File: config.mk
export PLATFORM = sky130hd
export DESIGN_NAME = soc_peripherals
export DESIGN_NICKNAME = d
export VERILOG_FILES = /design/src/common/soc_periph_pkg.sv /design/src/common/apb_if.sv /design/src/periph_apb_decoder.sv /design/src/gpio/apb_gpio.sv /design/src/event_gen/soc_event_gen.sv /design/src/soc_peripherals.sv
export VERILOG_INCLUDE_DIRS = /design/src /design/src/common
export SDC_FILE = /design/constraint.sdc
export NUM_CORES = 1
export LEC_CHECK = 0
export ABC_AREA = 1
export BUFFER_PORTS_ARGS = -buffer_cell sky130_fd_sc_hd__buf_2
export CORE_MARGIN = 3
export CORE_UTILIZATION = 45
export CTS_BUF_LIST = sky130_fd_sc_hd__clkbuf_2 sky130_fd_sc_hd__clkbuf_4 sky130_fd_sc_hd__clkbuf_8
export CTS_CLUSTER_DIAMETER = 30
export DETAILED_ROUTE_END_ITERATION = 16
export GPL_ROUTABILITY_DRIVEN = 0
export GPL_TIMING_DRIVEN = 0
export PLACE_DENSITY = 0.65
export REMOVE_ABC_BUFFERS = 1
export SLEW_MARGIN = 20
export SYNTH_ARGS = -nofsm -noshare
export SYNTH_HDL_FRONTEND = slang
export SYNTH_HIERARCHICAL = 1
export SYNTH_SLANG_ARGS = --single-unit
File: constraint.sdc
create_clock -name clk_i -period 3.1 [get_ports clk_i]
set_input_delay 0.465 -clock clk_i [delete_from_list [all_inputs] [get_ports clk_i]]
set_output_delay 0.465 -clock clk_i [all_outputs]
set_load 0.01 [all_outputs]
File: src/common/soc_periph_settings.svh
////////////////////
// peripheral subsystem settings
// bus widths, address map, register offsets and event line positions
////////////////////
`ifndef SOC_PERIPH_SETTINGS_SVH
`define SOC_PERIPH_SETTINGS_SVH

`define SOC_APB_ADDR_WIDTH 32
`define SOC_APB_DATA_WIDTH 32
`define SOC_NGPIO          32
`define SOC_EVNT_WIDTH     8
`define SOC_EVNT_NUM       8
`define SOC_EVT_FIFO_DEPTH 4

// 4 KiB regions
`define SOC_GPIO_BASE      32'h1A10_1000
`define SOC_EVTGEN_BASE    32'h1A10_6000
`define SOC_REGION_BITS    12

// gpio register offsets
`define SOC_GPIO_DIR       12'h000
`define SOC_GPIO_IN        12'h004
`define SOC_GPIO_OUT       12'h008
`define SOC_GPIO_INTEN     12'h00C
`define SOC_GPIO_INTSTATUS 12'h010

// event generator register offsets
`define SOC_EVT_MASK       12'h000
`define SOC_EVT_SW         12'h004
`define SOC_EVT_ERR        12'h008

// event ids, 4 to 7 are software only
`define SOC_EVT_ID_DMA_PE  0
`define SOC_EVT_ID_DMA_IRQ 1
`define SOC_EVT_ID_REF     2
`define SOC_EVT_ID_GPIO    3

// fabric controller event lines
`define SOC_FC_LINE_DMA_PE  8
`define SOC_FC_LINE_DMA_IRQ 9
`define SOC_FC_LINE_REF     14
`define SOC_FC_LINE_GPIO    15
`define SOC_FC_LINE_ERR     29

`endif

File: src/common/soc_periph_pkg.sv
////////////////////
// peripheral subsystem types
// bus words, gpio words and event ids shared by all blocks
////////////////////
`include "soc_periph_settings.svh"

package soc_periph_pkg;

    // apb bus words
    typedef logic [`SOC_APB_ADDR_WIDTH-1:0] apb_addr_t;
    typedef logic [`SOC_APB_DATA_WIDTH-1:0] apb_data_t;

    // one bit per gpio pin
    typedef logic [`SOC_NGPIO-1:0] gpio_word_t;

    // event id as sent to the fabric controller
    typedef logic [`SOC_EVNT_WIDTH-1:0] event_id_t;

    // one bit per event source
    typedef logic [`SOC_EVNT_NUM-1:0] event_vec_t;

    // fabric controller event lines
    typedef logic [31:0] fc_lines_t;

endpackage

File: src/common/apb_if.sv
////////////////////
// apb bus between the decoder and one peripheral
// the peripheral drives prdata, pready and pslverr
////////////////////
`timescale 1ns/1ns

interface apb_if;

    soc_periph_pkg::apb_addr_t paddr;
    soc_periph_pkg::apb_data_t pwdata;
    logic                      pwrite;
    logic                      psel;
    logic                      penable;
    soc_periph_pkg::apb_data_t prdata;
    logic                      pready;
    logic                      pslverr;

    modport master (
        output paddr, pwdata, pwrite, psel, penable,
        input  prdata, pready, pslverr
    );

    modport slave (
        input  paddr, pwdata, pwrite, psel, penable,
        output prdata, pready, pslverr
    );

endinterface

File: src/periph_apb_decoder.sv
////////////////////
// apb address decoder
// selects the gpio or event generator region and muxes
// the response, unmapped accesses end with an error
////////////////////
`timescale 1ns/1ns
`include "soc_periph_settings.svh"

module periph_apb_decoder (
    input  logic                      clk_i,
    input  soc_periph_pkg::apb_addr_t paddr_i,
    input  soc_periph_pkg::apb_data_t pwdata_i,
    input  logic                      pwrite_i,
    input  logic                      psel_i,
    input  logic                      penable_i,
    output soc_periph_pkg::apb_data_t prdata_o,
    output logic                      pready_o,
    output logic                      pslverr_o,
    apb_if.master                     gpio_bus,
    apb_if.master                     evtgen_bus
);

    localparam int AW = `SOC_APB_ADDR_WIDTH;
    localparam int RB = `SOC_REGION_BITS;
    localparam soc_periph_pkg::apb_addr_t GPIO_BASE   = `SOC_GPIO_BASE;
    localparam soc_periph_pkg::apb_addr_t EVTGEN_BASE = `SOC_EVTGEN_BASE;

    logic                      hit_gpio;
    logic                      hit_evtgen;
    soc_periph_pkg::apb_addr_t offset;

    assign hit_gpio   = (paddr_i[AW-1:RB] == GPIO_BASE[AW-1:RB]);
    assign hit_evtgen = (paddr_i[AW-1:RB] == EVTGEN_BASE[AW-1:RB]);
    assign offset     = soc_periph_pkg::apb_addr_t'(paddr_i[RB-1:0]);

    // request side, shared fields go to both slaves
    assign gpio_bus.paddr     = offset;
    assign gpio_bus.pwdata    = pwdata_i;
    assign gpio_bus.pwrite    = pwrite_i;
    assign gpio_bus.penable   = penable_i;
    assign gpio_bus.psel      = psel_i & hit_gpio;
    assign evtgen_bus.paddr   = offset;
    assign evtgen_bus.pwdata  = pwdata_i;
    assign evtgen_bus.pwrite  = pwrite_i;
    assign evtgen_bus.penable = penable_i;
    assign evtgen_bus.psel    = psel_i & hit_evtgen;

    // response mux
    always_comb begin
        prdata_o  = '0;
        pready_o  = 1'b1;
        pslverr_o = 1'b0;
        if (hit_gpio) begin
            prdata_o  = gpio_bus.prdata;
            pready_o  = gpio_bus.pready;
            pslverr_o = gpio_bus.pslverr;
        end else if (hit_evtgen) begin
            prdata_o  = evtgen_bus.prdata;
            pready_o  = evtgen_bus.pready;
            pslverr_o = evtgen_bus.pslverr;
        end else begin
            pslverr_o = psel_i & penable_i;
        end
    end

    // at most one slave sees a transfer
    assert property (@(posedge clk_i) !(gpio_bus.psel && evtgen_bus.psel))
        else $error("both peripheral selects high");

endmodule

File: src/gpio/apb_gpio.sv
////////////////////
// apb gpio
// direction and output registers, synchronised input
// and rising edge interrupts
////////////////////
`timescale 1ns/1ns
`include "soc_periph_settings.svh"

module apb_gpio (
    input  logic                       clk_i,
    input  logic                       reset_i,
    input  soc_periph_pkg::gpio_word_t gpio_in_i,
    apb_if.slave                       bus,
    output soc_periph_pkg::gpio_word_t gpio_out_o,
    output soc_periph_pkg::gpio_word_t gpio_dir_o,
    output logic                       gpio_event_o
);

    localparam int RB = `SOC_REGION_BITS;

    soc_periph_pkg::gpio_word_t dir_q;
    soc_periph_pkg::gpio_word_t out_q;
    soc_periph_pkg::gpio_word_t inten_q;
    soc_periph_pkg::gpio_word_t intstatus_q;
    soc_periph_pkg::gpio_word_t sync1_q;
    soc_periph_pkg::gpio_word_t sync2_q;
    soc_periph_pkg::gpio_word_t sync3_q;
    soc_periph_pkg::gpio_word_t rise;
    soc_periph_pkg::gpio_word_t int_clr;
    soc_periph_pkg::gpio_word_t wdata;
    logic                       gpio_event_q;
    logic                       wr_en;
    logic [RB-1:0]              offset;

    assign offset = bus.paddr[RB-1:0];
    assign wr_en  = bus.psel & bus.penable & bus.pwrite;
    assign wdata  = soc_periph_pkg::gpio_word_t'(bus.pwdata);

    // sync2 is the IN register, sync3 is the previous sample
    assign rise    = sync2_q & ~sync3_q & inten_q;
    assign int_clr = (wr_en && offset == `SOC_GPIO_INTSTATUS) ? wdata : '0;

    //////////////////////
    // input pipe
    //////////////////////
    always_ff @(posedge clk_i) begin
        if (reset_i) begin
            sync1_q <= '0;
            sync2_q <= '0;
            sync3_q <= '0;
        end else begin
            sync1_q <= gpio_in_i;
            sync2_q <= sync1_q;
            sync3_q <= sync2_q;
        end
    end

    //////////////////////
    // registers
    //////////////////////
    always_ff @(posedge clk_i) begin
        if (reset_i) begin
            dir_q        <= '0;
            out_q        <= '0;
            inten_q      <= '0;
            intstatus_q  <= '0;
            gpio_event_q <= 1'b0;
        end else begin
            if (wr_en) begin
                case (offset)
                    `SOC_GPIO_DIR:   dir_q   <= wdata;
                    `SOC_GPIO_OUT:   out_q   <= wdata;
                    `SOC_GPIO_INTEN: inten_q <= wdata;
                    default: ;
                endcase
            end
            // a new edge wins over a clear in the same cycle
            intstatus_q  <= (intstatus_q & ~int_clr) | rise;
            gpio_event_q <= |rise;
        end
    end

    always_comb begin
        case (offset)
            `SOC_GPIO_DIR:       bus.prdata = soc_periph_pkg::apb_data_t'(dir_q);
            `SOC_GPIO_IN:        bus.prdata = soc_periph_pkg::apb_data_t'(sync2_q);
            `SOC_GPIO_OUT:       bus.prdata = soc_periph_pkg::apb_data_t'(out_q);
            `SOC_GPIO_INTEN:     bus.prdata = soc_periph_pkg::apb_data_t'(inten_q);
            `SOC_GPIO_INTSTATUS: bus.prdata = soc_periph_pkg::apb_data_t'(intstatus_q);
            default:             bus.prdata = '0;
        endcase
    end

    // no wait states
    assign bus.pready  = 1'b1;
    assign bus.pslverr = 1'b0;

    assign gpio_out_o   = out_q;
    assign gpio_dir_o   = dir_q;
    assign gpio_event_o = gpio_event_q;

    // a setup cycle is always followed by a completing access cycle
    assert property (@(posedge clk_i) disable iff (reset_i)
        (bus.psel && !bus.penable) |=> (bus.psel && bus.penable && bus.pready))
        else $error("gpio apb access cycle missing or stalled");

endmodule

File: src/event_gen/soc_event_gen.sv
////////////////////
// soc event generator
// pending and mask per event, overrun flags, ref clock
// edge event and the id FIFO toward the fabric controller
////////////////////
`timescale 1ns/1ns
`include "soc_periph_settings.svh"

module soc_event_gen (
    input  logic                       clk_i,
    input  logic                       reset_i,
    input  logic                       slow_clk_i,
    input  soc_periph_pkg::event_vec_t events_i,
    input  logic                       fc_event_ready_i,
    apb_if.slave                       bus,
    output logic                       ref_edge_event_o,
    output logic                       err_event_o,
    output logic                       fc_event_valid_o,
    output soc_periph_pkg::event_id_t  fc_event_data_o
);

    localparam int RB      = `SOC_REGION_BITS;
    localparam int NUM     = `SOC_EVNT_NUM;
    localparam int ID_BITS = $clog2(NUM);
    localparam int DEPTH   = `SOC_EVT_FIFO_DEPTH;
    localparam int PTR_W   = $clog2(DEPTH);
    localparam int CNT_W   = $clog2(DEPTH + 1);

    logic [2:0]                 ref_q;
    soc_periph_pkg::event_vec_t mask_q;
    soc_periph_pkg::event_vec_t pend_q;
    soc_periph_pkg::event_vec_t err_q;
    logic                       err_event_q;
    soc_periph_pkg::event_vec_t sw_vec;
    soc_periph_pkg::event_vec_t src_vec;
    soc_periph_pkg::event_vec_t hit_vec;
    soc_periph_pkg::event_vec_t overrun;
    soc_periph_pkg::event_vec_t pop_vec;
    soc_periph_pkg::event_vec_t err_clr;
    logic [ID_BITS-1:0]         pick_idx;
    logic                       wr_en;
    logic [RB-1:0]              offset;

    soc_periph_pkg::event_id_t  fifo_mem [DEPTH];
    logic [PTR_W-1:0]           wr_ptr_q;
    logic [PTR_W-1:0]           rd_ptr_q;
    logic [CNT_W-1:0]           cnt_q;
    logic                       fifo_full;
    logic                       fifo_push;
    logic                       fifo_pop;

    assign offset = bus.paddr[RB-1:0];
    assign wr_en  = bus.psel & bus.penable & bus.pwrite;

    // slow clock through two sync stages, third stage for the edge
    always_ff @(posedge clk_i) begin
        if (reset_i) begin
            ref_q <= '0;
        end else begin
            ref_q <= {ref_q[1:0], slow_clk_i};
        end
    end
    assign ref_edge_event_o = ref_q[2] ^ ref_q[1];

    //////////////////////
    // sources and pending
    //////////////////////
    always_comb begin
        sw_vec = '0;
        if (wr_en && offset == `SOC_EVT_SW) begin
            sw_vec[bus.pwdata[ID_BITS-1:0]] = 1'b1;
        end
        src_vec = events_i | sw_vec;
        src_vec[`SOC_EVT_ID_REF] = src_vec[`SOC_EVT_ID_REF] | ref_edge_event_o;
    end

    assign hit_vec = src_vec & mask_q;
    assign err_clr = (wr_en && offset == `SOC_EVT_ERR) ?
                     bus.pwdata[NUM-1:0] : '0;

    // lowest pending id wins
    always_comb begin
        pick_idx = '0;
        for (int i = NUM - 1; i >= 0; i--) begin
            if (pend_q[i]) begin
                pick_idx = ID_BITS'(i);
            end
        end
    end

    assign fifo_full = (cnt_q == CNT_W'(DEPTH));
    assign fifo_push = (|pend_q) & ~fifo_full;
    assign pop_vec   = fifo_push ? (soc_periph_pkg::event_vec_t'(1) << pick_idx) : '0;
    // an id leaving for the FIFO this cycle may pend again without loss
    assign overrun   = hit_vec & pend_q & ~pop_vec;

    always_ff @(posedge clk_i) begin
        if (reset_i) begin
            mask_q      <= '0;
            pend_q      <= '0;
            err_q       <= '0;
            err_event_q <= 1'b0;
        end else begin
            if (wr_en && offset == `SOC_EVT_MASK) begin
                mask_q <= bus.pwdata[NUM-1:0];
            end
            pend_q      <= (pend_q & ~pop_vec) | hit_vec;
            err_q       <= (err_q & ~err_clr) | overrun;
            err_event_q <= |overrun;
        end
    end
    assign err_event_o = err_event_q;

    //////////////////////
    // id FIFO
    //////////////////////
    assign fifo_pop = fc_event_valid_o & fc_event_ready_i;

    always_ff @(posedge clk_i) begin
        if (fifo_push) begin
            fifo_mem[wr_ptr_q] <= soc_periph_pkg::event_id_t'(pick_idx);
        end
    end

    // depth is a power of two so the pointers wrap on their own
    always_ff @(posedge clk_i) begin
        if (reset_i) begin
            wr_ptr_q <= '0;
            rd_ptr_q <= '0;
            cnt_q    <= '0;
        end else begin
            if (fifo_push) begin
                wr_ptr_q <= wr_ptr_q + 1'b1;
            end
            if (fifo_pop) begin
                rd_ptr_q <= rd_ptr_q + 1'b1;
            end
            cnt_q <= cnt_q + CNT_W'(fifo_push) - CNT_W'(fifo_pop);
        end
    end

    assign fc_event_valid_o = (cnt_q != '0);
    assign fc_event_data_o  = fifo_mem[rd_ptr_q];

    always_comb begin
        case (offset)
            `SOC_EVT_MASK: bus.prdata = soc_periph_pkg::apb_data_t'(mask_q);
            `SOC_EVT_ERR:  bus.prdata = soc_periph_pkg::apb_data_t'(err_q);
            default:       bus.prdata = '0;
        endcase
    end
    assign bus.pready  = 1'b1;
    assign bus.pslverr = 1'b0;

    // held output while the fabric controller stalls
    assert property (@(posedge clk_i) disable iff (reset_i)
        (fc_event_valid_o && !fc_event_ready_i) |=>
        (fc_event_valid_o && $stable(fc_event_data_o)))
        else $error("event output changed under back-pressure");

    // occupancy never passes the depth, so no push lands on a full FIFO
    assert property (@(posedge clk_i) disable iff (reset_i) cnt_q <= CNT_W'(DEPTH))
        else $error("event FIFO pushed while full");

endmodule

File: src/soc_peripherals.sv
////////////////////
// soc peripheral subsystem top
// apb decoder, gpio and event generator, plus the fixed
// map onto the fabric controller event lines
////////////////////
`timescale 1ns/1ns
`include "soc_periph_settings.svh"

module soc_peripherals (
    input  logic                       clk_i,
    input  logic                       reset_i,
    input  soc_periph_pkg::apb_addr_t  paddr_i,
    input  soc_periph_pkg::apb_data_t  pwdata_i,
    input  logic                       pwrite_i,
    input  logic                       psel_i,
    input  logic                       penable_i,
    output soc_periph_pkg::apb_data_t  prdata_o,
    output logic                       pready_o,
    output logic                       pslverr_o,
    input  soc_periph_pkg::gpio_word_t gpio_in_i,
    output soc_periph_pkg::gpio_word_t gpio_out_o,
    output soc_periph_pkg::gpio_word_t gpio_dir_o,
    input  logic                       slow_clk_i,
    input  logic                       dma_pe_evt_i,
    input  logic                       dma_pe_irq_i,
    output logic                       fc_event_valid_o,
    output soc_periph_pkg::event_id_t  fc_event_data_o,
    input  logic                       fc_event_ready_i,
    output soc_periph_pkg::fc_lines_t  fc_events_o
);

    apb_if gpio_bus ();
    apb_if evtgen_bus ();

    logic                       gpio_event;
    logic                       ref_edge_event;
    logic                       err_event;
    soc_periph_pkg::event_vec_t periph_events;

    periph_apb_decoder decoder_inst (
        .clk_i      ( clk_i      ),
        .paddr_i    ( paddr_i    ),
        .pwdata_i   ( pwdata_i   ),
        .pwrite_i   ( pwrite_i   ),
        .psel_i     ( psel_i     ),
        .penable_i  ( penable_i  ),
        .prdata_o   ( prdata_o   ),
        .pready_o   ( pready_o   ),
        .pslverr_o  ( pslverr_o  ),
        .gpio_bus   ( gpio_bus   ),
        .evtgen_bus ( evtgen_bus )
    );

    apb_gpio gpio_inst (
        .clk_i        ( clk_i      ),
        .reset_i      ( reset_i    ),
        .gpio_in_i    ( gpio_in_i  ),
        .bus          ( gpio_bus   ),
        .gpio_out_o   ( gpio_out_o ),
        .gpio_dir_o   ( gpio_dir_o ),
        .gpio_event_o ( gpio_event )
    );

    // raw sources, the ref clock event is formed inside the generator
    always_comb begin
        periph_events = '0;
        periph_events[`SOC_EVT_ID_DMA_PE]  = dma_pe_evt_i;
        periph_events[`SOC_EVT_ID_DMA_IRQ] = dma_pe_irq_i;
        periph_events[`SOC_EVT_ID_GPIO]    = gpio_event;
    end

    soc_event_gen event_gen_inst (
        .clk_i            ( clk_i            ),
        .reset_i          ( reset_i          ),
        .slow_clk_i       ( slow_clk_i       ),
        .events_i         ( periph_events    ),
        .fc_event_ready_i ( fc_event_ready_i ),
        .bus              ( evtgen_bus       ),
        .ref_edge_event_o ( ref_edge_event   ),
        .err_event_o      ( err_event        ),
        .fc_event_valid_o ( fc_event_valid_o ),
        .fc_event_data_o  ( fc_event_data_o  )
    );

    // fixed line map of the non-ibex core, unused lines stay low
    always_comb begin
        fc_events_o = '0;
        fc_events_o[`SOC_FC_LINE_DMA_PE]  = dma_pe_evt_i;
        fc_events_o[`SOC_FC_LINE_DMA_IRQ] = dma_pe_irq_i;
        fc_events_o[`SOC_FC_LINE_REF]     = ref_edge_event;
        fc_events_o[`SOC_FC_LINE_GPIO]    = gpio_event;
        fc_events_o[`SOC_FC_LINE_ERR]     = err_event;
    end

endmodule

======== Word level (Yosys, flattened, before mapping) ========
Memories as Yosys holds them, arrays and structs flattened. A register that Yosys moved wholly into a read port is not among the register bits.
Index checks and enable logic that the tools add are counted.
storage, ports and cells
  output and inout port bits .............. 139
  memory bits (writable) .................. 12
  word-level logic and storage cells ...... 96
  input bits .............................. 105
  memories kept ........................... 1
  register bits after elaboration ......... 260
operators by class
  $add $sub $neg .......................... 4
  bitwise operators ....................... 28
  reductions and logical operators ........ 13
  mux-type cells .......................... 24
  shifts and indexed selects .............. 1
  eq/ne operators ......................... 7
  magnitude comparators ................... 2
memories
  name                     depth  bits a word  rd ports  clocked after Yosys merged registers in  wr ports  line                 source
  event_gen_inst.fifo_mem  4      3            1         1                                        1         soc_event_gen.sv:44  soc_periph_pkg::event_id_t fifo_mem [DEPTH];
operators by type and width
  kind                                                               number
  32-bit one-hot mux with 5 select lines                             1
  32-bit AND                                                         3
  32-bit two-way mux                                                 3
  32-bit NOT                                                         2
  8-bit AND                                                          5
  20-bit by 17-bit == test with 1-bit output, second input constant  2
  32-bit OR                                                          1
  32-bit OR reduction                                                1
  12-bit by 4-bit == test with 1-bit output, second input constant   2
  3-bit two-way mux                                                  8
  8-bit two-way mux                                                  3
  8-bit NOT                                                          2
  8-bit OR                                                           2
  8-bit one-hot mux with 2 select lines                              1
  8-bit OR reduction                                                 2
  12-bit by 3-bit == test with 1-bit output, second input constant   1
  12-bit by 5-bit == test with 1-bit output, second input constant   1
  12-bit zero test                                                   1
  1-bit AND                                                          9
  4-bit by 8-bit OR with 8-bit output                                1
  1-bit by 3-bit left shift with 8-bit output, first input constant  1
  2-bit AND reduction                                                3
  1-bit logical AND                                                  5
  1-bit two-way mux                                                  5
  other kinds (12)                                                   14

======== Depth between registers and ports, before layout ========
  word-level depth ........................ 13
  mapped depth ............................ 16
  depth with buffers taken out ............ 16

======== Modules after synthesis ========
The synthesis kept the hierarchy.
modules (own cells, without submodules)
  module              area each (µm²)  times used  cells an instance  sequential area each (µm²)
  apb_gpio            9,604.2          1           1,294              4,504.3
  soc_event_gen       2,665.1          1           358                1,101.1
  periph_apb_decoder  1,926.8          1           294                0.0
  soc_peripherals     244.0            1           33                 0.0

======== Worst setup path after synthesis ========
No wires, ideal clock.
  kind .................................... input -> output
  start ................................... in paddr_i[7]
  end ..................................... out prdata_o[31]
  cell stages on the path ................. 12
  path slack .............................. 0.802 ns
  required time ........................... 2.635 ns
  path buffers ............................ 3
  arrival ................................. 1.833 ns
  cell sequence ........................... buf_4 > nor2_1 > nand2_2 > nor2_8 > buf_6 > nand2_4 > buf_6 > nor2_2 > nor2_1 > nand2_1 > inv_1 > o21ai_0
between the ends
  cells in the longest elaborated chain, start to end .. 3
  elaborated cells between the ends (all ways) .. 7
  classes of those cells .................. eq/ne: 4; mux: 2; reduce/logical: 1
ends and longest elaborated chain
  element                                                                  line                      source
  start: declaration                                                       soc_peripherals.sv:12     input soc_periph_pkg::apb_addr_t paddr_i,
  12-bit by 5-bit == test with 1-bit output, or another cell as far along  apb_gpio.sv:84            case (offset)
  32-bit one-hot mux with 5 select lines *                                 apb_gpio.sv:84
  net gpio_bus.prdata[31]                                                  apb_if.sv:14              soc_periph_pkg::apb_data_t prdata;
  32-bit two-way mux *                                                     periph_apb_decoder.sv:53  if (hit_gpio) begin
  end: declaration                                                         soc_peripherals.sv:17     output soc_periph_pkg::apb_data_t prdata_o,
Mark *: on every way through the listed nets, which the timed path passes. The rest lies on a longest branch.

======== Worst setup path in the final report ========
  start ................................... in paddr_i[22]
  end ..................................... reg gpio_inst.out_q[24], in the netlist gpio_inst/gpio_out_o[24]
between the ends
  cells in the longest elaborated chain, start to end .. 5
ends and longest elaborated chain
  element                                     line                      source
  20-bit by 17-bit == test with 1-bit output  periph_apb_decoder.sv:32  assign hit_gpio = (paddr_i[AW-1:RB] == GPIO_BASE[AW-1:RB]);
  1-bit AND                                   periph_apb_decoder.sv:41  assign gpio_bus.psel = psel_i & hit_gpio;
  net gpio_bus.psel                           apb_if.sv:12              logic psel;
  1-bit AND (2 in series)                     apb_gpio.sv:36            assign wr_en = bus.psel & bus.penable & bus.pwrite;
  2-bit AND reduction (no source line)        --
  end signal: assignment                      apb_gpio.sv:72            `SOC_GPIO_OUT: out_q <= wdata;
  end: declaration                            apb_gpio.sv:22            soc_periph_pkg::gpio_word_t out_q;
The timed path passes the listed nets, and every way through them passes these cells.
A chain may end at the register's enable or synchronous reset.

==> run metrics <==
fmax 335 MHz; leakage power 7.00 nW; final hold violations 0; clk slew on worst S/H paths 60 ps; crit path launch type input port; P per Cell Area 552 nW/µm²; Final Power 8.88 mW; first-pass GRT wire length 64.3 mm; TritonCTS buffer count 61; Final Setup Violations 0; die extent in x 182 µm; DRT iter0 DRCs 836; Critical Path End Type flop; skew final 20.4 ps; Layout Cells excl Fill 2,485; CP most frequent cell nand3_4; Syn. warnings 6; row cnt 63; via count 12,600; Die H 182 µm; hpwl dp 23.5 mm; Slowest cell on crit path nand3_4; final worst-path cycle share 96.2%; # nets final 2,157; PortBufs 210; Clock Latency Late Sink 600 ps; final wirelength 42.5 mm; DR WL/cell 17.1 µm; Worst Path Class, Setup input port to flop; initial antenna violation count 0; grt ovf 0; full die area 33,200 µm²; GRT Overall Usage 24.5%; Crit path required time 3560 ps; # IOs 244; Min Clock Period, post-route 2980 ps; Worst Hold Class input port to flop; Bufs on Longest Clock Path 3; CTS tree done; cell area after synthesis 14,000 µm²; Mapped Cells 1,914; most frequent cells in the layout 327 x inv_1, 262 x dfxtp_1, 261 x nor2_1; critical path arrival 3440 ps; placed cell count 2,350; setup repair after global routing missed its margin no; post-layout instance area 16,100 µm²; Cell Area, Placed 14,300 µm²; relative max-transition margin 30.4%; Post-CTS Hold Buffers 0; drt first pass iters 5; Starting Density 46.3%; share of layout cells above drive strength 1 22.4%; Vias/cell 5.06; Sink Count 274; outcome finished clean; CP max stage delay 540 ps; WHS 60.6 ps; largest fanout on the critical path 38; clk root buf clkbuf_8; CTS H-tree lvls 2; worst path cell trace buf_2 -> inv_1 -> nand4_1 -> nor2_4 -> nand3_4 -> nor2_1 -> nand3_1 -> bufinv_8 -> nand3_4 -> o21ai_1 -> a21oi_1; Max Transition Viols Final 0; largest net degree at the start of global routing 98; Core ar. 30,100 µm²; Avg Cell Area, Syn 7.29 µm²; area grow syn2layout 15.4%; vias in the first global route 11,700; worst slew pin tran 1040 ps; Final ANT Viol Nets 0; commonest non-fill, non-tap cell in the layout inv_1; drt drc 0; diode count 0; Peak VDD IR 425 µV; MaxCap Viol Count 0
==> where the power goes <==
part	switching (mW)	internal (mW)
combinational	0.363	0.176
sequential	0.0468	3.63
clock	1.71	2.96
total	2.12	6.76
==> worst max-delay path: cells and delay by family <==
family / cells / cell delay [ps]
simple gates: 6 / 1890
buf+inv: 3 / 600
compound gates: 2 / 450
==> repair_timing <==
action	in CTS	in global routing
buffers inserted	6	3
pin swaps	10	7
cloned	11	1
resized for setup	12	14
endpoints found under the setup margin	160	80
==> worst paths after layout <==
path / start / cells past startpoint / endpoint / slack, ps
setup / recovery: paddr_i[22] / 11 / gpio_inst/gpio_out_o[24] / 120
hold / removal: gpio_in_i[22] / 3 / gpio_inst/sync1_q[22] / 60
setup reg to reg: event_gen_inst/cnt_q[1] / 13 / event_gen_inst/cnt_q[2] / 680
hold reg to reg: gpio_inst/sync1_q[14] / 2 / gpio_inst/sync2_q[14] / 400
==> registers in the layout, summed over array words and instances (netlist names), named ones only <==
name and cells:
gpio_inst/gpio_dir_o 32, event_gen_inst/cnt_q 3, gpio_inst/sync3_q 32, event_gen_inst/mask_q 8
gpio_inst/intstatus_q 32, event_gen_inst/wr_ptr_q 2, gpio_inst/gpio_out_o 32, event_gen_inst/fifo_mem 12
event_gen_inst/rd_ptr_q 2, gpio_inst/sync1_q 32, event_gen_inst/err_event_o 1, event_gen_inst/pend_q 8
event_gen_inst/ref_q 3, event_gen_inst/err_q 8, gpio_inst/gpio_event_o 1, gpio_inst/inten_q 32
gpio_inst/sync2_q 32
==> cell type report <==
class	count	area, µm²
inverter	333	1270
timing repair buffer	226	1290
multi-input combinational	1149	6000
clock buffer	81	1050
fill	2918	14000
sequential	274	5610
tap	390	488
clock inverter	32	405
==> stage by stage <==
| stage | util [%] | setup TNS, ps | setup slack (ps) |
|---|---|---|---|
| global route | 53.5 | 0 | 7.03 |
| finish | 53.5 | 0 | 118 |
| global placement | 47.0 | -465330 | -2690 |
| CTS | 53.1 | 0 | 0.509 |
| floorplan | - | -37000 | -675 |
| detailed placement | 47.6 | -254960 | -2100 |
==> metal layers <==
metal	track usage, %	part of all wire, %	vias up	wire length (µm)
li1	-	-	6159	-
met1	32.6	43	5807	18500
met2	40.0	46	514	19700
met3	5.08	7.9	84	3370
met4	7.68	2.3	0	958
met5	0	0	-	0
(Power assumes the default switching activity.)
